[src/hw/quad_config.svh]
`ifndef QUAD_CONFIG_SVH
`define QUAD_CONFIG_SVH

// Datapath sizes
`define QUAD_LANES          8
`define QUAD_PIXEL_W        16
`define QUAD_BUS_W          128
`define QUAD_ACC_W          40

// Storage depths and index widths
`define QUAD_MAX_COLS       64
`define QUAD_MAX_KERNELS    16
`define QUAD_COL_W          6
`define QUAD_KERNEL_W       4
`define QUAD_ROW_W          8

// Read strobe to result, memory read included
`define QUAD_PIPE_DEPTH     3

// Field positions inside job_parameters
`define QUAD_JP_COLS_HI     7
`define QUAD_JP_COLS_LO     0
`define QUAD_JP_ROWS_HI     15
`define QUAD_JP_ROWS_LO     8
`define QUAD_JP_KERN_HI     19
`define QUAD_JP_KERN_LO     16
`define QUAD_JP_RELU_BIT    20

`endif

[src/hw/quad_data_pkg.sv]
`include "quad_config.svh"
`default_nettype none

package quad_data_pkg;

    // Pixels and weights share one signed format
    typedef logic signed [`QUAD_PIXEL_W-1:0] pixel_t;

    // Lane 0 sits in the low bits of the bus
    typedef pixel_t [`QUAD_LANES-1:0] lane_vec_t;

    // Full product of one pixel and one weight
    typedef logic signed [2*`QUAD_PIXEL_W-1:0] prod_t;

    typedef logic signed [`QUAD_ACC_W-1:0] acc_t;

    // Row buffer and weight table addresses
    typedef logic [`QUAD_COL_W-1:0]    col_t;
    typedef logic [`QUAD_KERNEL_W-1:0] kernel_t;

endpackage

`default_nettype wire

[src/hw/quad_weight_table.sv]
`include "quad_config.svh"
`default_nettype none

module quad_weight_table
    import quad_data_pkg::*;
(
    input  logic      clk_core,
    input  logic      rst,
    input  logic      weight_valid,
    input  logic      weight_ready,
    input  logic      job_complete_ack,
    input  lane_vec_t weight_data,
    input  kernel_t   rd_kernel,
    output lane_vec_t rd_weights
);

    lane_vec_t weight_mem [`QUAD_MAX_KERNELS];
    kernel_t   wr_idx;
    logic      wr_en;

    assign wr_en = weight_valid && weight_ready;

    // Kernels load in order, starting over after each job
    always_ff @(posedge clk_core) begin
        if (rst || job_complete_ack) begin
            wr_idx <= '0;
        end else if (wr_en) begin
            wr_idx <= wr_idx + kernel_t'(1);
        end
    end

    always_ff @(posedge clk_core) begin
        if (wr_en) begin
            weight_mem[wr_idx] <= weight_data;
        end
    end

    always_ff @(posedge clk_core) begin
        rd_weights <= weight_mem[rd_kernel];
    end

endmodule

`default_nettype wire

[config.mk]
export PLATFORM = sky130hd
export DESIGN_NAME = quad_weight_table
export DESIGN_NICKNAME = d
export VERILOG_FILES = /design/src/hw/quad_data_pkg.sv /design/src/hw/quad_weight_table.sv
export VERILOG_INCLUDE_DIRS = /design/src /design/src/hw
export SDC_FILE = /design/constraint.sdc
export NUM_CORES = 1
export LEC_CHECK = 0
export BUFFER_PORTS_ARGS = -buffer_cell sky130_fd_sc_hd__clkbuf_2
export CAP_MARGIN = 25
export CORE_MARGIN = 1
export CORE_UTILIZATION = 61
export CTS_CLUSTER_DIAMETER = 200
export CTS_CLUSTER_SIZE = 16
export DETAILED_ROUTE_END_ITERATION = 8
export GPL_ROUTABILITY_DRIVEN = 1
export GPL_TIMING_DRIVEN = 0
export PLACE_DENSITY = 0.79
export SLEW_MARGIN = 15
export SYNTH_ARGS = -nofsm -noshare
export SYNTH_HDL_FRONTEND = slang
export SYNTH_SLANG_ARGS = --single-unit
[constraint.sdc]
create_clock -name clk_core -period 14.1 [get_ports clk_core]
set_clock_uncertainty 0.1 [all_clocks]
set_input_delay 2.115 -clock clk_core [delete_from_list [all_inputs] [get_ports clk_core]]
set_output_delay 2.115 -clock clk_core [all_outputs]
set_load 0.005 [all_outputs]
## Yosys cells after proc, flatten, opt, wreduce, memory -nomap -nowiden

Memory sizes are Yosys's and may differ from the RTL's. A register that Yosys moved wholly into a read port is not among the register bits.
Cells that the tools add are included.

| word-level totals | value |
|---|---|
| bits in registers | 4 |
| memory bits (writable) | 2,048 |
| output and inout bits | 128 |
| memories | 1 |

| operators by class | value |
|---|---|
| add/subtract/negate cells | 1 |
| mux-type cells | 2 |
| reduce and logical (&&, ||, !) cells | 2 |

Memories:

| memory | depth | bits a word | rd ports | clocked after memory_dff | wr ports | RTL line | text |
|---|---|---|---|---|---|---|---|
| weight_mem | 16 | 128 | 1 | 1 | 1 | quad_weight_table.sv:17 | `` lane_vec_t weight_mem [`QUAD_MAX_KERNELS]; `` |

Operators with widths:

| operator | number |
|---|---|
| $add 4x1->4 const B | 1 |
| $mux 1 | 2 |
| $logic_and 1x1->1 | 1 |
| $logic_or 1x1->1 | 1 |

## Depth between registers and ports, before layout

| logic depth | value |
|---|---|
| depth in word-level cells | 3 |
| depth in mapped cells | 10 |
| gate-level depth less buffers | 4 |

## Worst setup path before layout

OpenSTA, ideal clock, no wires.

| path | value |
|---|---|
| path kind | input-to-reg |
| from | input weight_valid |
| to | memory weight_mem[3][0] (netlist name), enable pin |
| setup time | 0.772 ns |
| arrival time | 11.282 ns |
| slack | 1.946 ns |
| stages on the path | 4 |
| cell sequence | and2_1 clkbuf_1 nand2_1 nor3_1 |

| between the ends | value |
|---|---|
| cells in the longest elaborated chain, start to end | 3 |

RTL lines:

| item | RTL line | text |
|---|---|---|
| start, declared | quad_weight_table.sv:9 | `input logic weight_valid,` |
| $logic_and 1x1->1 | quad_weight_table.sv:21 | `assign wr_en = weight_valid && weight_ready;` |
| $mux 1 | quad_weight_table.sv:33 | `if (wr_en) begin` |
| $mux 1 (not written as such) | quad_weight_table.sv:34 | `weight_mem[wr_idx] <= weight_data;` |
| end, declared | quad_weight_table.sv:17 |  |

Every way passes these cells.

## Final worst setup path

| path | value |
|---|---|
| from | input weight_valid |
| to | memory weight_mem[3][14] (netlist name), enable pin |

Same word-level chain as after synthesis.

==> metrics.yaml <==
clk_pin_slew_ns: 0.07
drt-total-wl_um: 199000
via_per_inst: 6.79
cts_setup_buffers: 0
h-tree-depth: 4
setup_viol: 0
drv_cap: 0
ys.flop_type: "edfxtp_1"
timing.fmax_mhz: 221
drc: 0
synth_most_common_cell: "edfxtp_1"
cts_buffers: 154
cp_data_required_time_ns: 14.50
finalNonFillerCells: 5624
slew_headroom_pct: 28.0
power_leakage_nw: 29.0
cp_max_fo: 9
nets: 3881
drive_above_1_share_pct: 34.0
dp_cells: 5321
rrSetupSlack_ns: 10.85
dr_total_vias: 38200
cts-root-buf: "clkbuf_16"
cts_buffer_depth: 3
synth_common_cells: "edfxtp_1 (2,048), mux4_2 (595), dfxtp_1 (132), clkbuf_1 (61), buf_2 (59)"
synth_enable_flop_cells: 2048
crit_type: "in -> reg"
synthArstFlopShare_pct: 0
crit_arrival_ns: 4.92
hpwl_um: 122000
rr_worst_depth: 8
synth_top_area_share_pct: 77.0
cts_sinks: 2180
p_total_mw: 12.0
ys_warn_count: 0
syn_inst: 3143
syn_nets: 3284
routedWlPerCell_um: 35.4
place.gp.congestion: 0.738
power_density_nw_per_um2: 132
finalHoldViolCount: 0
cts_tree: "yes"
slew_viol_final: 0
post_cts_resized: 0
cts_hold_buffers: 0
synthTopCellsByArea: "edfxtp_1 (77%), mux4_2 (17%), dfxtp_1 (3.3%)"
r2r_end: "weight_mem[3][14]"
grt-ovfl-total: 0
first_global_vias: 38400
die_area_um2: 132000
reg2reg_from: "wr_idx[0]"
startpoint: "weight_valid"
tightest_slew_ns: 1.08
finalSetupTns_ns: 0
firstDrtPassIters: 6
antenna_left: 0
ys_ff_latch: 2180
min-delay-start: "wr_idx[1]"
mappedNetlistArea_um2: 79900
grt_max_degree: 22
io_buffers: 261
grt_pass1_wl_um: 280000
period_needed_ns: 4.52
yosys.area.top_type: "edfxtp_1"
core_um2: 130000
yosysSeqAreaShare_pct: 80.3
cp-end-kind: "register"
cp-start-kind: "primary input"
drt_iter0_markers: 5653
hold_class: "reg -> reg"
chipWidth_um: 364
status: "finished, final reports clean"
fin_crit_sh_pct: 32.1
area_delta_synth_final_pct: 13.9
irDropWorstVdd_uv: 132
yosysUniqueCellTypes: 27
antenna_found_initial: 31
die_y_um: 364
clock_latency_ns: 0.80
postSynthAreaPerCell_um2: 25.4
grt_use_total_pct: 30.7
pin_count: 265
num_rows: 132
endpoint: "weight_mem[3][14]"
rsz0062_at_grt: "no"
start_util_pct: 61.6
## worst min path at each step
stage                end  slack [ns]  depth (start not counted)
2_1_floorplan  wr_idx[1]        0.44                          2
3_3_place_gp   wr_idx[1]        0.48                          2
3_5_place_dp   wr_idx[1]        0.50                          2
4_1_cts        wr_idx[1]        0.51                          2
5_1_grt        wr_idx[1]        0.54                          2
6_report       wr_idx[1]        0.51                          2
## worst max-delay path, cell delays in order
cell	delay (ns)
clkbuf_2	0.07
and2_1	0.11
clkbuf_1	0.29
nand2_1	0.35
nor3_2	0.67
buf_4	0.34
buf_4	0.26
buf_4	0.24
buf_4	0.24
buf_4	0.22
## layer usage
layer / GRT usage (%) / share of wire (%)
met1: 41.8 / 35
met2: 49.4 / 50
met3: 7.04 / 11
met4: 11.4 / 3.3
met5: 0 / 0.12
## flip-flops by register name, indices dropped and copies added (netlist names)
signal	cells
rd_weights	128
weight_mem	2048
wr_idx	4
## kinds of logic (layout without fill, tap and decap cells)
| logic type | Yosys count | after routing | share of synthesized area (%) |
|---|---|---|---|
| flip-flops | 2180 | 2180 | 80.3 |
| multiplexers | 645 | 645 | 17.4 |
| buffers and inverters | 161 | 884 | 1.09 |
| AO/OA/AOI/OAI | 82 | 82 | 0.661 |
| AND/OR/NAND/NOR | 68 | 68 | 0.451 |
| adder cells (fa/ha/maj) | 4 | 4 | 0.0627 |
| XOR/XNOR | 3 | 3 | 0.0329 |
| other | 0 | 16 | 0 |
## power breakdown
group / leakage [nW] / internal (mW) / switching, mW
clock network: 2.15 / 2.14 / 2.10
logic: 7.33 / 0.248 / 0.337
registers: 19.6 / 7.12 / 0.0332
total: 29.0 / 9.51 / 2.47
## stage by stage
stage | instance area (um2) | hold slack (ns) | worst slack (ns) | utilization, %
2_1_floorplan | 79900 | 0.436 | 1.95 | -
3_3_place_gp | 83400 | 0.481 | -8.91 | 64.3
3_5_place_dp | 86300 | 0.496 | 8.84 | 66.6
5_1_grt | 90900 | 0.536 | 9.52 | 70.1
6_report | 91000 | 0.513 | 9.58 | 70.2
4_1_cts | 90900 | 0.508 | 9.51 | 70.1
## placed cells by master (no fill, tap or decap), types with 8 or more instances in the layout
master / synthesis / routed
edfxtp_1: 2048 / 2048
mux4_2: 595 / 595
clkbuf_2: 0 / 265
clkbuf_1: 61 / 170
clkbuf_16: 0 / 160
dfxtp_1: 132 / 132
buf_4: 20 / 76
buf_2: 59 / 59
buf_12: 2 / 57
mux2i_1: 50 / 50
buf_16: 0 / 38
buf_6: 8 / 37
a21oi_1: 37 / 37
nor2b_1: 33 / 33
a211oi_1: 33 / 33
diode_2: 0 / 16
nor2_4: 0 / 12
nand2_1: 10 / 10
o221ai_1: 8 / 8
## layout make-up
cell class              instances  area, um2
flip-flops and latches       2180      64100
fillers                      7197      38700
multi-input cells             802      15000
clock buffers                 273       4430
repair buffers                441       4230
well taps                    1742       2180
plain buffers                 158        862
clock inverters                 9       93.8
diodes                         16       40.0
inverters                       3       11.3
No activity file was read; power rests on OpenSTA's default activity.
