`src/hw/quad_config.svh`:
```
`ifndef QUAD_CONFIG_SVH
`define QUAD_CONFIG_SVH

// Datapath sizes
`define QUAD_LANES          8
`define QUAD_PIXEL_W        16
`define QUAD_BUS_W          128
`define QUAD_ACC_W          40

// Storage depths and index widths
`define QUAD_MAX_COLS       64
`define QUAD_MAX_KERNELS    16
`define QUAD_COL_W          6
`define QUAD_KERNEL_W       4
`define QUAD_ROW_W          8

// Read strobe to result, memory read included
`define QUAD_PIPE_DEPTH     3

// Field positions inside job_parameters
`define QUAD_JP_COLS_HI     7
`define QUAD_JP_COLS_LO     0
`define QUAD_JP_ROWS_HI     15
`define QUAD_JP_ROWS_LO     8
`define QUAD_JP_KERN_HI     19
`define QUAD_JP_KERN_LO     16
`define QUAD_JP_RELU_BIT    20

`endif

```
`src/hw/quad_data_pkg.sv`:
```
`include "quad_config.svh"
`default_nettype none

package quad_data_pkg;

    // Pixels and weights share one signed format
    typedef logic signed [`QUAD_PIXEL_W-1:0] pixel_t;

    // Lane 0 sits in the low bits of the bus
    typedef pixel_t [`QUAD_LANES-1:0] lane_vec_t;

    // Full product of one pixel and one weight
    typedef logic signed [2*`QUAD_PIXEL_W-1:0] prod_t;

    typedef logic signed [`QUAD_ACC_W-1:0] acc_t;

    // Row buffer and weight table addresses
    typedef logic [`QUAD_COL_W-1:0]    col_t;
    typedef logic [`QUAD_KERNEL_W-1:0] kernel_t;

endpackage

`default_nettype wire

```
`src/hw/quad_mac_pipe.sv`:
```
`include "quad_config.svh"
`default_nettype none

module quad_mac_pipe
    import quad_data_pkg::*;
(
    input  logic      clk_core,
    input  logic      rst,
    input  logic      in_valid,
    input  logic      relu_en,
    input  lane_vec_t pixels,
    input  lane_vec_t weights,
    output logic      result_valid,
    output pixel_t    result_data
);

    lane_vec_t act;
    prod_t     prod_q [`QUAD_LANES];
    acc_t      tree_sum;
    acc_t      sum_q;
    logic      valid_q1;
    logic      valid_q2;

    //////////////////////////////////////////////////////////////////////
    // ReLU and products
    //////////////////////////////////////////////////////////////////////

    always_comb begin
        for (int i = 0; i < `QUAD_LANES; i++) begin
            if (relu_en && pixels[i][`QUAD_PIXEL_W-1]) begin
                act[i] = '0;
            end else begin
                act[i] = pixels[i];
            end
        end
    end

    always_ff @(posedge clk_core) begin
        for (int i = 0; i < `QUAD_LANES; i++) begin
            prod_q[i] <= $signed(act[i]) * $signed(weights[i]);
        end
    end

    //////////////////////////////////////////////////////////////////////
    // Sum of the lane products
    //////////////////////////////////////////////////////////////////////

    // Products are sign-extended before the add
    always_comb begin
        tree_sum = '0;
        for (int i = 0; i < `QUAD_LANES; i++) begin
            tree_sum = tree_sum + acc_t'(prod_q[i]);
        end
    end

    always_ff @(posedge clk_core) begin
        sum_q <= tree_sum;
    end

    // Valid runs beside the data, two items in flight at most
    always_ff @(posedge clk_core) begin
        if (rst) begin
            valid_q1 <= 1'b0;
            valid_q2 <= 1'b0;
        end else begin
            valid_q1 <= in_valid;
            valid_q2 <= valid_q1;
        end
    end

    assign result_valid = valid_q2;
    assign result_data  = sum_q[`QUAD_PIXEL_W-1:0];

endmodule

`default_nettype wire

```
`config.mk`:
```
export PLATFORM = sky130hd
export DESIGN_NAME = quad_mac_pipe
export DESIGN_NICKNAME = d
export VERILOG_FILES = /design/src/hw/quad_data_pkg.sv /design/src/hw/quad_mac_pipe.sv
export VERILOG_INCLUDE_DIRS = /design/src /design/src/hw
export SDC_FILE = /design/constraint.sdc
export NUM_CORES = 2
export LEC_CHECK = 0
export ABC_AREA = 1
export BUFFER_PORTS_ARGS = -buffer_cell sky130_fd_sc_hd__buf_2
export CAP_MARGIN = 20
export CORE_UTILIZATION = 55
export DETAILED_ROUTE_END_ITERATION = 8
export GPL_ROUTABILITY_DRIVEN = 0
export GPL_TIMING_DRIVEN = 0
export PLACE_DENSITY = 0.74
export SYNTH_ARGS = -nofsm -noshare
export SYNTH_HDL_FRONTEND = slang
export SYNTH_SLANG_ARGS = --single-unit
```
`constraint.sdc`:
```
create_clock -name clk_core -period 6.2 [get_ports clk_core]
set_input_delay 0.31 -clock clk_core [delete_from_list [all_inputs] [get_ports clk_core]]
set_output_delay 0.31 -clock clk_core [all_outputs]
set_load 0.005 [all_outputs]
```
Word level (Yosys, flattened, before mapping)
Memories as Yosys holds them, arrays and structs flattened.
Index checks and enable logic that the tools add are counted.
{"block": "op_classes", "add_sub_neg": 7, "multipliers": 8, "mux": 8, "n_reduce_logical": 8}
{"cell": "multiplier 16 x 16 -> 32 bit", "n": 8}
{"cell": "two-way mux 16 bit", "n": 8}
{"cell": "adder 16 bit", "n": 7}
{"cell": "logical AND 1 bit", "n": 8}
{"block": "word_totals", "word_cells": 35, "ram_bits": 256, "output_inout_bits": 17, "mem_count": 1, "in_bits": 260, "reg_bits": 18}
{"memory": "prod_q", "words": 8, "width": 32, "rd": 8, "rd_ports_with_merged_regs": 0, "wr": 8, "line_no": "quad_mac_pipe.sv:18", "source": "prod_t prod_q [`QUAD_LANES];"}

Longest topological paths before layout
{"block": "depth", "word_depth": 7, "mapped_depth": 31, "depth_no_buf": 29}

Worst setup path before layout
No wires, ideal clock.
{"block": "synth_path", "path_type": "input -> register", "start": "in relu_en", "end": "mem prod_q[0][47] (netlist name)", "setup_ns": 0.113, "setup_slack_ns": 0.860, "arrival_ns": 5.227, "path_buffers": 1, "required_ns": 6.087, "stages": 26, "path_cell_list": "buf_6 nand2_4 inv_2 nor2_1 nand2_1 fa_1 fa_1 inv_1 fa_1 inv_1 fa_1 inv_1 fa_1 inv_1 fa_1 inv_1 ha_1 inv_1 nor4_1 nand3_1 nand3_1 nand3_1 nand2_1 inv_1 nand2_1 nand2_1"}
{"element": "start: declaration", "line_no": "quad_mac_pipe.sv:10", "source": "input logic relu_en,"}
{"element": "end: declaration", "line_no": "quad_mac_pipe.sv:18"}

==> summary.md <==
| Metric | Value |
|---|---|
| Die area | `0.0747 sq mm` |
| Post-synth top cells | `inv_1, nand2_1, fa_1` |
| Synth Cell Area | `0.0405 sq mm` |
| Core footprint | `0.0728 sq mm` |
| CTS Sinks | `146` |
| Setup crit end kind | `register` |
| Initial antenna violation count | `0` |
| Worst hold margin | `0.0568 ns` |
| CTS tree | `built` |
| H-tree Lvls | `4` |
| Post-CTS setup buffers | `0` |
| CP Launch Type | `input port` |
| Max stage delay on crit path | `0.60 ns` |
| # nets final | `7069` |
| Vias in the first global route | `34400` |
| CP Cell Sequence | `buf_6, nand2_4, buf_2, nand2_2, clkbuf_1, nor2_1, fa_1, fa_1, inv_1, fa_1, fa_1, fa_1, fa_1, inv_1, ha_1, nand2_1, nor2_1, nand2_1, o211ai_1, a31oi_1, inv_1, nand2_1, nand2_1` |
| Clk_lat worst skew | `0.45 ns` |
| Synth top area share | `35.6%` |
| Least-Margin Pin Slew | `0.719 ns` |
| Ys flop type | `dfxtp_1` |
| Fin crit share | `95.8%` |
| GRT Overall Usage | `28.0%` |
| M1 GR Usage | `35.9%` |
| Placed insts | `6525` |
| # IOs | `277` |
| Routed vias/inst | `5.11` |
| Share of cells above drive strength 1 | `6.32%` |
| Grt peak-use layer | `met2` |
| ANT nets after route | `0` |
| Critical Path Source | `relu_en` |
| R2R Setup Slk | `1.51 ns` |
| WL/cell | `15.3 um` |
| DRC viols | `0` |
| Routing usage on met3 | `3.39%` |
| Yosys cell types | `42` |
| GRT Residual Overflow | `0` |
| Max-Cap Viols | `0` |
| DRT Pass-1 Iters | `6` |
| Post-synthesis sequential area ratio | `7.22%` |
| Final Non-Filler Cells | `6558` |
| CP dominant cell by count | `fa_1` |
| Area delta synth->final | `7.69%` |
| Row cnt | `99` |
| Levels on crit path | `23` |
| Critical path arrival | `6.23 ns` |
| Cell class contributing the biggest share of worst-path delay | `adder cells` |
| Fill cell count | `6634` |
| Clock Tree Buf Depth | `2` |
| IO Port Bufs | `259` |
| Slowest stage cell on the critical path | `fa_1` |
| Syn_nets | `6790` |
| Via count | `33500` |
| Max-slew violations | `0` |
| Clock Pin Slew Worst Setup and Hold Paths | `0.10 ns` |
| Final wirelength | `101000 um` |
| Worst min path class | `input port to register` |
| Post-synth EDFFs | `0` |
| Inserted Clock Buffers | `17` |
| Slew margin rel. | `52.1%` |
| Fmax | `168 MHz` |
| Worst Skew | `0.0351 ns` |
| Die Wd | `273 um` |
| Synth area leader | `fa_1` |
| Pin count of the biggest net entering global routing | `18` |
| Global-route wire length before repair | `167000 um` |
| Req. time, crit path | `6.49 ns` |
| Initial DRC count | `2090` |
| Post-Syn Instances | `5307` |
| Syn Area/Cell | `7.63 sq um` |
| WS Path Type | `input port to register` |
| Worst Path Max Fanout | `10` |
| Setup Viol. Count Final | `0` |
| Met2 GRT Util | `48.6%` |
| Top post-synthesis cells by area | `fa_1, ha_1, inv_1` |
| Min setup slack post-route | `0.260 ns` |
| Crit path buffers/inverters | `6` |
| Status | `complete, no violations` |
| Hpwl dp | `87500 um` |
| Worst R2R Start | `prod_q[1][98]` |
| Reg-to-reg endpoint | `sum_q[14]` |
| Setup WS pre-CTS | `-0.125 ns` |
| Initial Util | `55.6%` |
| YS warnings | `0` |
| Register bit total from synthesis | `146` |
| CTS root buf | `clkbuf_16` |
| Sequential Area | `0.00292 sq mm` |
| Cell with the most instances after synthesis | `inv_1` |
| Unrepaired setup endpoints after global routing | `false` |
| Async SR Flop Fraction | `0%` |
| Fin crit period | `5.94 ns` |
| Final Hold Viols | `0` |
| Setup crit end | `prod_q[1][79]` |
| Die span in y | `273 um` |
| Inserted Diodes | `0` |
| Area of the multi-input gates | `0.0315 sq mm` |
| Worst R2R Path Depth | `15` |
-- logic make-up after synthesis --
| family | Yosys count | synth area share, % |
|---|---|---|
| adder cells (fa/ha/maj) | 1223 | 51.1 |
| flip-flops | 146 | 7.22 |
| AO/OA/AOI/OAI | 208 | 2.79 |
| AND/OR/NAND/NOR | 1912 | 19.1 |
| buffers and inverters | 1598 | 14.9 |
| XOR/XNOR | 220 | 4.82 |
-- layer usage --
layer  part of all wire (%)  vias to the layer above
li1                       -                    16000
met1                     41                    16100
met2                     49                     1252
met3                    6.4                      250
met4                    4.0                        0
met5                      0                        -
-- registers in the layout, indices dropped and copies added, names as in the netlist --
signal,cells
prod_q,128
sum_q,16
result_valid,1
valid_q1,1
-- metrics by stage --
step | cell area, sq um | util, % | setup TNS (ns)
3_5_place_dp | 43000 | 59.0 | -0.125
4_1_cts | 43600 | 59.9 | 0
2_1_floorplan | 40500 | - | 0
3_3_place_gp | 43000 | 59.0 | -0.0865
5_1_grt | 43600 | 59.9 | 0
6_report | 43600 | 59.9 | 0
-- layout by cell type, fill, tap and decap left out, drive strengths merged, types with 55 or more instances in the layout --
master,synthesis,final
inv,1521,1531
nand2,1042,1042
fa,719,719
nor2,624,624
ha,504,504
buf,19,278
nand3,174,174
dfxtp,146,146
xor2,130,130
a21oi,115,115
xnor2,90,90
clkbuf,45,62
o21ai,55,55
-- how the worst min path moves through the flow --
stage | from | endpoint | slack (ns) | depth (start not counted)
finish | in_valid | valid_q1 | 0.06 | 3
global placement | valid_q1 | result_valid | 0.39 | 2
global route | in_valid | valid_q1 | 0.05 | 3
floorplan | rst | valid_q1 | 0.38 | 1
CTS | in_valid | valid_q1 | 0.05 | 3
detailed placement | valid_q1 | result_valid | 0.40 | 2
-- layout make-up --
cell class	count	area share, %
plain buffers	64	0.669
clock buffers	17	0.976
well taps	959	2.75
multi-input cells	3563	72.3
flip-flops and latches	146	6.70
clock inverters	15	0.416
inverters	1534	13.2
repair buffers	260	3.00
-- timing repair --
action                    in CTS  in global routing
gates resized for setup        0                  0
hold buffers                   1                  0
hold endpoints to repair       1                  0
-- worst min-delay path: cells and delay by family --
| family | cells | cell delay (ns) |
|---|---|---|
| buffers and inverters | 2 | 0.11 |
| AND/OR/NAND/NOR | 1 | 0.06 |
Power is left out: the tool's default activity adds up to more than one toggle a clock period on the data nets, which glitch-free logic cannot reach.
