$ cat src/hw/quad_config.svh
`ifndef QUAD_CONFIG_SVH
`define QUAD_CONFIG_SVH

// Datapath sizes
`define QUAD_LANES          8
`define QUAD_PIXEL_W        16
`define QUAD_BUS_W          128
`define QUAD_ACC_W          40

// Storage depths and index widths
`define QUAD_MAX_COLS       64
`define QUAD_MAX_KERNELS    16
`define QUAD_COL_W          6
`define QUAD_KERNEL_W       4
`define QUAD_ROW_W          8

// Read strobe to result, memory read included
`define QUAD_PIPE_DEPTH     3

// Field positions inside job_parameters
`define QUAD_JP_COLS_HI     7
`define QUAD_JP_COLS_LO     0
`define QUAD_JP_ROWS_HI     15
`define QUAD_JP_ROWS_LO     8
`define QUAD_JP_KERN_HI     19
`define QUAD_JP_KERN_LO     16
`define QUAD_JP_RELU_BIT    20

`endif

$ cat src/hw/quad_data_pkg.sv
`include "quad_config.svh"
`default_nettype none

package quad_data_pkg;

    // Pixels and weights share one signed format
    typedef logic signed [`QUAD_PIXEL_W-1:0] pixel_t;

    // Lane 0 sits in the low bits of the bus
    typedef pixel_t [`QUAD_LANES-1:0] lane_vec_t;

    // Full product of one pixel and one weight
    typedef logic signed [2*`QUAD_PIXEL_W-1:0] prod_t;

    typedef logic signed [`QUAD_ACC_W-1:0] acc_t;

    // Row buffer and weight table addresses
    typedef logic [`QUAD_COL_W-1:0]    col_t;
    typedef logic [`QUAD_KERNEL_W-1:0] kernel_t;

endpackage

`default_nettype wire

$ cat src/hw/quad_job_pkg.sv
`include "quad_config.svh"
`default_nettype none

package quad_job_pkg;

    // Raw job word as the host presents it
    typedef logic [`QUAD_BUS_W-1:0] job_word_t;

    typedef enum logic [2:0] {
        ST_IDLE          = 3'd0,
        ST_FETCH_REQ     = 3'd1,
        ST_FETCH         = 3'd2,
        ST_COMPUTE       = 3'd3,
        ST_DRAIN         = 3'd4,
        ST_SEND_COMPLETE = 3'd5
    } quad_state_e;

    // Decoded job geometry, held for the whole job
    typedef struct packed {
        logic [`QUAD_JP_COLS_HI:`QUAD_JP_COLS_LO] num_cols;
        logic [`QUAD_ROW_W-1:0]                   num_rows;
        logic [`QUAD_KERNEL_W:0]                  num_kernels;
        logic                                     relu_en;
    } job_params_t;

endpackage

`default_nettype wire

$ cat src/hw/quad_job_ctrl.sv
`include "quad_config.svh"
`default_nettype none

module quad_job_ctrl
    import quad_data_pkg::*;
    import quad_job_pkg::*;
(
    input  logic      clk_core,
    input  logic      rst,
    input  logic      job_start,
    output logic      job_accept,
    input  job_word_t job_parameters,
    output logic      job_fetch_request,
    input  logic      job_fetch_ack,
    output logic      job_complete,
    input  logic      job_complete_ack,
    input  logic      pixel_valid,
    output logic      pixel_ready,
    output logic      weight_ready,
    output logic      pfb_wr_en,
    output col_t      pfb_wr_col,
    output logic      rd_valid,
    output col_t      rd_col,
    output kernel_t   rd_kernel,
    output logic      relu_en
);

    localparam int DRAIN_W = $clog2(`QUAD_PIPE_DEPTH);
    localparam int NCOL_W  = `QUAD_JP_COLS_HI - `QUAD_JP_COLS_LO + 1;
    localparam int KCNT_W  = `QUAD_KERNEL_W + 1;

    quad_state_e            state;
    job_params_t            params;
    job_params_t            params_dec;
    col_t                   col_cnt;
    kernel_t                kern_cnt;
    logic [`QUAD_ROW_W-1:0] row_cnt;
    logic [DRAIN_W-1:0]     drain_cnt;
    logic                   col_last;
    logic                   kern_last;
    logic                   row_last;
    logic                   drain_done;

    //////////////////////////////////////////////////////////////////////
    // Job word decode
    //////////////////////////////////////////////////////////////////////

    always_comb begin
        params_dec.num_cols = job_parameters[`QUAD_JP_COLS_HI:`QUAD_JP_COLS_LO];
        params_dec.num_rows = job_parameters[`QUAD_JP_ROWS_HI:`QUAD_JP_ROWS_LO];
        // Zero in the kernel field selects all 16 kernels
        params_dec.num_kernels = {job_parameters[`QUAD_JP_KERN_HI:`QUAD_JP_KERN_LO] == '0,
                                  job_parameters[`QUAD_JP_KERN_HI:`QUAD_JP_KERN_LO]};
        params_dec.relu_en = job_parameters[`QUAD_JP_RELU_BIT];
    end

    always_ff @(posedge clk_core) begin
        if (state == ST_IDLE && job_start) begin
            params <= params_dec;
        end
    end

    assign col_last   = (NCOL_W'(col_cnt) == params.num_cols - NCOL_W'(1));
    assign kern_last  = (KCNT_W'(kern_cnt) == params.num_kernels - KCNT_W'(1));
    assign row_last   = (row_cnt == params.num_rows - `QUAD_ROW_W'(1));
    assign drain_done = (drain_cnt == DRAIN_W'(`QUAD_PIPE_DEPTH - 1));

    //////////////////////////////////////////////////////////////////////
    // Outputs decoded from the state
    //////////////////////////////////////////////////////////////////////

    assign job_fetch_request = (state == ST_FETCH_REQ);
    assign job_complete      = (state == ST_SEND_COMPLETE);
    assign weight_ready      = (state == ST_IDLE);
    assign pixel_ready       = (state == ST_FETCH);
    assign rd_valid          = (state == ST_COMPUTE);
    assign pfb_wr_en         = pixel_valid && pixel_ready;

    // Fetch and compute never overlap, so one column counter serves both
    assign pfb_wr_col = col_cnt;
    assign rd_col     = col_cnt;
    assign rd_kernel  = kern_cnt;
    assign relu_en    = params.relu_en;

    //////////////////////////////////////////////////////////////////////
    // Job FSM
    //////////////////////////////////////////////////////////////////////

    always_ff @(posedge clk_core) begin
        if (rst) begin
            state      <= ST_IDLE;
            job_accept <= 1'b0;
            col_cnt    <= '0;
            kern_cnt   <= '0;
            row_cnt    <= '0;
            drain_cnt  <= '0;
        end else begin
            job_accept <= 1'b0;
            case (state)
                ST_IDLE: begin
                    if (job_start) begin
                        job_accept <= 1'b1;
                        row_cnt    <= '0;
                        state      <= ST_FETCH_REQ;
                    end
                end
                ST_FETCH_REQ: begin
                    if (job_fetch_ack) begin
                        col_cnt <= '0;
                        state   <= ST_FETCH;
                    end
                end
                ST_FETCH: begin
                    // Only accepted beats advance the row
                    if (pfb_wr_en) begin
                        if (col_last) begin
                            col_cnt  <= '0;
                            kern_cnt <= '0;
                            state    <= ST_COMPUTE;
                        end else begin
                            col_cnt <= col_cnt + col_t'(1);
                        end
                    end
                end
                ST_COMPUTE: begin
                    // Column fastest, then kernel
                    if (col_last) begin
                        col_cnt <= '0;
                        if (kern_last) begin
                            drain_cnt <= '0;
                            state     <= ST_DRAIN;
                        end else begin
                            kern_cnt <= kern_cnt + kernel_t'(1);
                        end
                    end else begin
                        col_cnt <= col_cnt + col_t'(1);
                    end
                end
                ST_DRAIN: begin
                    // Let the last reads of the row leave the pipe
                    if (drain_done) begin
                        row_cnt <= row_cnt + `QUAD_ROW_W'(1);
                        if (row_last) begin
                            state <= ST_SEND_COMPLETE;
                        end else begin
                            state <= ST_FETCH_REQ;
                        end
                    end else begin
                        drain_cnt <= drain_cnt + DRAIN_W'(1);
                    end
                end
                ST_SEND_COMPLETE: begin
                    if (job_complete_ack) begin
                        state <= ST_IDLE;
                    end
                end
                default: begin
                    state <= ST_IDLE;
                end
            endcase
        end
    end

endmodule

`default_nettype wire

$ cat config.mk
export PLATFORM = sky130hd
export DESIGN_NAME = quad_job_ctrl
export DESIGN_NICKNAME = d
export VERILOG_FILES = /design/src/hw/quad_data_pkg.sv /design/src/hw/quad_job_pkg.sv /design/src/hw/quad_job_ctrl.sv
export VERILOG_INCLUDE_DIRS = /design/src /design/src/hw
export SDC_FILE = /design/constraint.sdc
export NUM_CORES = 1
export LEC_CHECK = 0
export BUFFER_PORTS_ARGS = -buffer_cell sky130_fd_sc_hd__buf_2
export CAP_MARGIN = 20
export CORE_ASPECT_RATIO = 0.8
export CORE_MARGIN = 2
export CORE_UTILIZATION = 39
export DETAILED_ROUTE_END_ITERATION = 16
export GPL_ROUTABILITY_DRIVEN = 0
export PLACE_DENSITY = 0.77
export SLEW_MARGIN = 40
export SYNTH_ARGS = -nofsm -noshare
export SYNTH_HDL_FRONTEND = slang
export SYNTH_SLANG_ARGS = --single-unit
$ cat constraint.sdc
create_clock -name clk_core -period 5 [get_ports clk_core]
set_clock_uncertainty 0.2 [all_clocks]
set_input_delay 1.25 -clock clk_core [delete_from_list [all_inputs] [get_ports clk_core]]
set_output_delay 1.25 -clock clk_core [all_outputs]
set_load 0.01 [all_outputs]
; ---- Word level (Yosys, flattened, before mapping)
; Index checks and enable logic that the tools add are counted.
[totals]
mem_bits_rw = 0
mem_count = 0
output_inout_bits = 24
register_bits = 46
in_bits = 134
rom_bits = 0
latchBits = 0
[classes]
n_mux = 27
n_addsub = 7
n_div = 0
n_reduce_logical = 14
mul = 0
n_bitwise = 1
eq_ne = 19
n_shift = 0
n_lt_le_gt_ge = 0
[ops]
columns = op, count
row1 = $mux W3, 9
row2 = $mux W6, 3
row3 = $pmux W3 S6, 1
row4 = $pmux W6 S3, 1
row5 = $mux W4, 4
row6 = $mux W8, 2
row7 = $pmux W8 S2, 1
row8 = $sub A8 B1 Y8 const B, 2
row9 = $ne A2 B1 Y1 const B, 6
row10 = $add A8 B1 Y8 const B, 1
row11 = $eq A6 B8 Y1, 1
row12 = $eq A8 B8 Y1, 1
row13 = $ne A2 B2 Y1 const B, 4
row14 = $pmux W4 S2, 1
row15 = $reduce_and A8 Y1, 1
row16 = $add A6 B1 Y6 const B, 1
row17 = $eq A3 B2 Y1 const B, 2
row18 = $eq A3 B3 Y1 const B, 2
row19 = $mux W2, 3
row20 = $reduce_and A3 Y1, 2
row21 = $reduce_bool A2 Y1, 3
row22 = $eq A4 B5 Y1, 1
row23 = $reduce_and A5 Y1, 1
row24 = $sub A5 B1 Y5 const B, 1
row25 = other kinds (13), 14

; ---- Longest topological paths before layout
; Gate-level depths: netlist of the first run.
[depth]
depth_word = 5
ltp_mapped = 9
ltp_nobuf = 8

; ---- Worst setup path after synthesis of the first run
; OpenSTA, ideal clock, no wires.
[synth_path]
path_type = input to register
start = input port job_start
end = register row_cnt[7]
setup_ns = 0.121
path_stages = 6
slack_ns = -0.036
arrival_time_ns = 4.715
required_ns = 4.679
path_cell_list = nor4b_1 > a21oi_1 > nor2_1 > and3_1 > xnor2_1 > nor2_1
[synth_via]
elab_chain_cells = 2
[synth_rtl]
columns = element, line
row1 = "start, declared", quad_job_ctrl.sv:10  ; input logic job_start,
row2 = $ne A2 B2 Y1 (no line), n/a
row3 = $reduce_and A3 Y1 (no line), n/a
row4 = "end signal, assigned", quad_job_ctrl.sv:142  ; row_cnt <= row_cnt + `QUAD_ROW_W'(1);
row5 = "end, declared", quad_job_ctrl.sv:37  ; logic [`QUAD_ROW_W-1:0] row_cnt;
; No other way between the ends.
; A chain may end at the register's enable or synchronous reset.

; ---- Worst setup path after layout of the first run
[layout_path]
start = register state[1]
end = output port rd_valid
[layout_via]
elab_chain_cells = 1
[layout_rtl]
columns = element, line
row1 = "start, declared", quad_job_ctrl.sv:32  ; quad_state_e state;
row2 = "start signal, assigned", quad_job_ctrl.sv:91  ; state <= ST_IDLE;
row3 = "start signal, assigned", quad_job_ctrl.sv:104  ; state <= ST_FETCH_REQ;
row4 = "start signal, assigned", quad_job_ctrl.sv:110  ; state <= ST_FETCH;
row5 = $eq A3 B2 Y1, quad_job_ctrl.sv:76  ; assign rd_valid = (state == ST_COMPUTE);
row6 = "end, declared", quad_job_ctrl.sv:22  ; output logic rd_valid,
; No other way between the ends.

==> metrics.cfg, run 1 <==
[timing]
min_period_ns = 3.425
worst_slew_margin_rel_pct = 55.82
max_freq_mhz = 292.0
tns_ns = 0
drv_slew = 0
period_share_pct = 68.49
setup_slack_ns = 1.575
setup_violations = 0
final_hold_viol_count = 0
tightestPinTransition_ns = 0.6535
rsz0062_at_grt = false

[die]
die_h_um = 76.63
initial_utilization_pct = 40.33
core-area_mm2 = 0.006376
dieArea_mm2 = 0.007263
fp.dieW_um = 94.78
num_rows = 26
io_pins = 158

[global_route]
overflow = 0
grt_max_degree = 26
grt_pass1_vias = 1875
antenna_found_initial = 0
grt_pass1_wl_mm = 8.818
grt.met3_usage_pct = 3.561
grtUsageMet1_pct = 20.59
grt.total_usage_pct = 15.02
met2_usage_pct = 24.26
top_usage_layer = met2

[synthesis]
syn_area_mm2 = 0.002571
synth-edff-count = 22
ys_types = 53
synth_top_area_share_pct = 25.69
synth.yosys.seq_area_share_pct = 44.38
yosys-top-cells-count = dfxtp_1 (24), edfxtp_1 (22), nor3_1 (21), xnor2_1 (17), nor2_1 (15)
yosys.cell_count.top_type = dfxtp_1
synthArstFlopShare_pct = 0
synthCells = 264
synth_top_area_cell = edfxtp_1
syn_nets = 405
ys_seq_elements = 46
synth_top_cells_by_area = edfxtp_1 (26%), dfxtp_1 (19%), xnor2_1 (5.8%)
yosys_warnings = 0
yosys_most_used_dff = dfxtp_1
syn_avg_cell_area_um2 = 9.739

[finish]
diodes = 0
drive_above_1_share_pct = 20.78
final_nets = 448
syn2layout_area_growth_pct = 15.62

[detailed_routing]
wl_mm = 5.272
vias = 2113
drt_iter0_drc = 105
drcViolationCount = 0
drtPass1Iterations = 4
antenna_left = 0
viasPerCell = 5.390
wl_per_cell_um = 13.45

[clock_tree]
cts-resized-gates = 0
clkLatencyLatePin_ns = 0.31
root_buffer = clkbuf_8
tritoncts = done
hold_buffers = 0
htreeDepth = 2
clk_path_buf_depth = 2
clk_pin_slew_ns = 0.09
cts_setup_buffers = 0
clock_sinks = 46
cts_buffers = 5

[pwr]
vdd_drop_max_mv = 0.1511
powerDensity_mw_per_mm2 = 406.8
fin_total_pwr_uw = 1209
clockPowerShare_pct = 21.6
power.leakage_uw = 0.001168
power.internal_uw = 775.2
seqPwrFrac_pct = 47.7
pwr-share-comb_pct = 30.7
switching_share_pct = 35.89
p_sw_uw = 434.0

[place]
dp.final_hpwl_mm = 3.811
port_buffers = 50
preCtsSetupSlack_ns = 1.740

[critical_path]
endpoint_kind = primary output
cp-start-kind = register
crit_fanout = 15
cp_data_arrival_time_ns = 1.97
critPathRequiredTime_ns = 3.55
path_class = reg2out

[flow_run]
drv_cap = 0

[worst_hold_path]
hold_path_class = reg2reg

[status]
run_status = completed

-- state kept, by name, summed over array words and instances (netlist names) --
name        flops
state           3
relu_en         1
drain_cnt       2
pfb_wr_col      6
row_cnt         8
rd_kernel       4
params         21
job_accept      1
-- worst max-delay path: stages (launching register included) --
cell and delay, ns:
dfxtp_1 0.66, nor2b_1 0.41, nand2_1 0.22, inv_1 0.21, buf_2 0.16
-- metrics by stage --
step / hold slack [ns] / instance area (um2) / util (%) / std cells
CTS: 0.2919 / 2973 / 46.62 / 392
finish: 0.2869 / 2973 / 46.62 / 392
detailed placement: 0.2812 / 2869 / 45.00 / 384
global placement: 0.2692 / 2869 / 45.00 / 384
floorplan: 0.2567 / 2577 / - / 264
global route: 0.3154 / 2973 / 46.62 / 392
-- power groups by stage --
stage,Sequential (uW),Clock [uW],Combinational (uW)
after floorplan,541,0,310
after global placement,580,0,359
after detailed placement,585,0,370
after CTS,576,268,372
after global routing,591,280,419
final,577,261,371
-- placed cells by master, fill, tap and decap left out, drive strengths merged, types with 4 or more instances in the layout --
cell,count
dfxtp,24
o21ai,9
xnor2,17
nor2,15
nor4,5
ha,7
inv,11
xor2,14
nand2,12
and3,6
nand4,4
a21oi,13
nand3,6
nor3b,4
nand3b,4
edfxtp,22
buf,51
clkbuf,6
nor3,21
-- area by class of cell --
class,instances,area [um2]
flip-flops and latches,46,1141
clock inverters,2,10.01
multi-input cells,192,1324
well taps,84,105.1
fillers,622,3403
inverters,11,41.29
repair buffers,51,257.7
clock buffers,6,93.84
-- kinds of logic (layout without fill, tap and decap cells) --
| group | count (synthesis) | after routing | synth area share [%] |
|---|---|---|---|
| AND/OR/NAND/NOR | 104 | 104 | 23.46 |
| XOR/XNOR | 31 | 31 | 10.56 |
| buffers and inverters | 26 | 70 | 4.720 |
| multiplexers | 2 | 2 | 0.7786 |
| adder cells (fa/ha/maj) | 7 | 7 | 3.406 |
| flip-flops | 46 | 46 | 44.38 |
| AO/OA/AOI/OAI | 48 | 48 | 12.70 |
-- worst paths after layout --
check,start,slack [ns],cells past startpoint,end
setup / recovery,state[1]$_SDFFE_PP0P_,1.58,4,rd_valid
hold / removal,drain_cnt[1]$_SDFFE_PP0P_,0.29,2,drain_cnt[1]$_SDFFE_PP0P_
setup reg to reg,params[14]$_DFFE_PP_,1.69,6,rd_kernel[1]$_SDFFE_PP0P_
hold reg to reg,drain_cnt[1]$_SDFFE_PP0P_,0.29,2,drain_cnt[1]$_SDFFE_PP0P_
-- routing by layer --
metal,up-vias,routed length (um)
met3,6,335
met1,979,2484
li1,1065,-
met4,0,42
met2,63,2411
met5,-,0
Power figures use the tool's default switching activity.
==> inputs of run 2 (changes only) <==
Settings changed: CORE_UTILIZATION 39 to 43, PLACE_DENSITY 0.77 to 0.8.
Clock period 5 ns to 3.5 ns, I/O delays scaled along.
==> metrics.cfg, run 2 (synthesis results as in run 1) <==
[timing]
worst_slew_margin_rel_pct = 57.18  ; +1.4 points
period_share_pct = 93.40
max_freq_mhz = 305.9
min_period_ns = 3.269
setup_violations = 0  ; unchanged
tns_ns = 0  ; unchanged
final_hold_viol_count = 0  ; unchanged
drv_slew = 0  ; unchanged
tightestPinTransition_ns = 0.6414  ; -0.01217 ns
rsz0062_at_grt = false

[detailed_routing]
vias = 2107  ; -0.28%
wl_mm = 5.224  ; -0.91%
wl_per_cell_um = 13.36  ; -0.66%
viasPerCell = 5.389  ; about the same
drtPass1Iterations = 4  ; unchanged
drcViolationCount = 0  ; unchanged
drt_iter0_drc = 97  ; -7.6%
antenna_left = 0  ; unchanged

[global_route]
overflow = 0  ; unchanged
grt.total_usage_pct = 16.75  ; +1.7 points
grt_pass1_vias = 1930  ; +2.9%
grt_max_degree = 26  ; unchanged
antenna_found_initial = 0  ; unchanged
grt_pass1_wl_mm = 8.894  ; +0.86%

[clock_tree]
clk_path_buf_depth = 2  ; unchanged
cts_buffers = 5  ; unchanged
htreeDepth = 2  ; unchanged
root_buffer = clkbuf_8
hold_buffers = 0  ; unchanged
clock_sinks = 46  ; unchanged
cts-resized-gates = 0  ; unchanged
tritoncts = done
clkLatencyLatePin_ns = 0.31  ; about the same
clk_pin_slew_ns = 0.10  ; about the same
cts_setup_buffers = 0  ; unchanged

[finish]
top_register = params
drive_above_1_share_pct = 21.29  ; +0.51 points
diodes = 0  ; unchanged
largest_reg_flops = 21  ; unchanged
final_area_mm2 = 0.002974  ; about the same
final_nets = 450  ; +0.45%
final_cell_mix = buf_2 (50), dfxtp_1 (24), edfxtp_1 (22)
syn2layout_area_growth_pct = 15.67  ; about the same
layout_commonest_cell = buf_2

[die]
dieArea_mm2 = 0.006618  ; -8.9%
initial_utilization_pct = 43.96  ; +3.6 points
core-area_mm2 = 0.005849  ; -8.3%
die_h_um = 73.17  ; -4.5%
io_pins = 158  ; unchanged
num_rows = 25  ; -3.8%
fp.dieW_um = 90.46  ; -4.6%

[critical_path]
cp_data_arrival_time_ns = 3.31  ; +1.34 ns
crit_slowest_cell = or4_4
endpoint_kind = register
critPathRequiredTime_ns = 3.54  ; about the same
worstPathCellList = or4_4 -> or4b_1 -> a211o_1 -> a211o_1 -> or4_1 -> a21oi_1
path_class = reg2reg
crit_fanout = 10  ; -5
cpMostUsedCell = a211o_1
cp-start-kind = register
critPathMaxStageDelay_ns = 0.55  ; -0.11 ns

[flow_run]
drv_cap = 0  ; unchanged

[place]
dp.final_hpwl_mm = 3.868  ; +1.5%
place_area_mm2 = 0.002880  ; +0.39%
port_buffers = 50  ; unchanged

[pwr]
power.leakage_uw = 0.001166  ; -0.16%
powerDensity_mw_per_mm2 = 572.0  ; +41%
vdd_drop_max_mv = 0.2434  ; +61%

[status]
run_status = completed

[worst_hold_path]
hold_path_class = reg2reg

-- run 2: changes by cell type in the layout (fill, tap and decap cells not counted) --
cell        before  now
buf_4            1    3
clkbuf_16        1    0
clkinv_2         2    0
clkinv_4         0    1
clkinvlp_4       0    1
inv_6            0    1
-- run 2: final timing paths --
path	start	to	slack [ns]	depth (start not counted)
worst max-delay path	params[16]$_DFFE_PP_	rd_kernel[1]$_SDFFE_PP0P_	0.23	6
worst min-delay path	drain_cnt[1]$_SDFFE_PP0P_	drain_cnt[1]$_SDFFE_PP0P_	0.29	2
worst max register to register	params[16]$_DFFE_PP_	rd_kernel[1]$_SDFFE_PP0P_	0.23	6
worst min register to register	drain_cnt[1]$_SDFFE_PP0P_	drain_cnt[1]$_SDFFE_PP0P_	0.29	2
-- run 2: final cells by class --
type / count / area [um2]
fill: 534 / 2875
clock buffer: 5 / 68.82
clock inverter: 3 / 25.02
tap: 81 / 101.3
inverter: 11 / 41.29
multi-input combinational: 192 / 1324
sequential: 46 / 1141
timing repair buffer: 53 / 272.8
-- run 2: critical path: cells and delay by family, from the launching register on --
kind,cells,cell delay [ns]
and+or+nand+nor,3,1.60
AOI/OAI and AO/OA,3,0.91
DFF,1,0.48
-- run 2: layer usage --
| metal | vias up | wire length (um) | part of all wire (%) | track usage, % |
|---|---|---|---|---|
| met5 | - | 0 | 0 | 0 |
| met4 | 0 | 53 | 1.0 | 7.179 |
| met3 | 5 | 282 | 5.4 | 3.926 |
| met2 | 58 | 2365 | 45 | 26.73 |
| met1 | 978 | 2523 | 48 | 22.11 |
| li1 | 1066 | - | - | - |
-- run 2: through the flow --
step	hold WS (ns)	util (%)	total power, uW	cells	worst slack, ns
after floorplan	0.2567	-	1216	264	0.09261
after global placement	0.2698	49.24	1341	383	0.3109
after detailed placement	0.2777	49.24	1368	383	0.2473
after CTS	0.2908	50.84	1720	391	0.2281
after global routing	0.3281	50.84	1826	391	0.1425
final	0.2880	50.84	1701	391	0.2309
-- run 2: report_power, final --
part / switching [uW] / total (uW) / internal [uW]
registers: 128 / 811 / 683
clock network: 199 / 344 / 144
logic: 300 / 546 / 247
total: 627 / 1700 / 1070
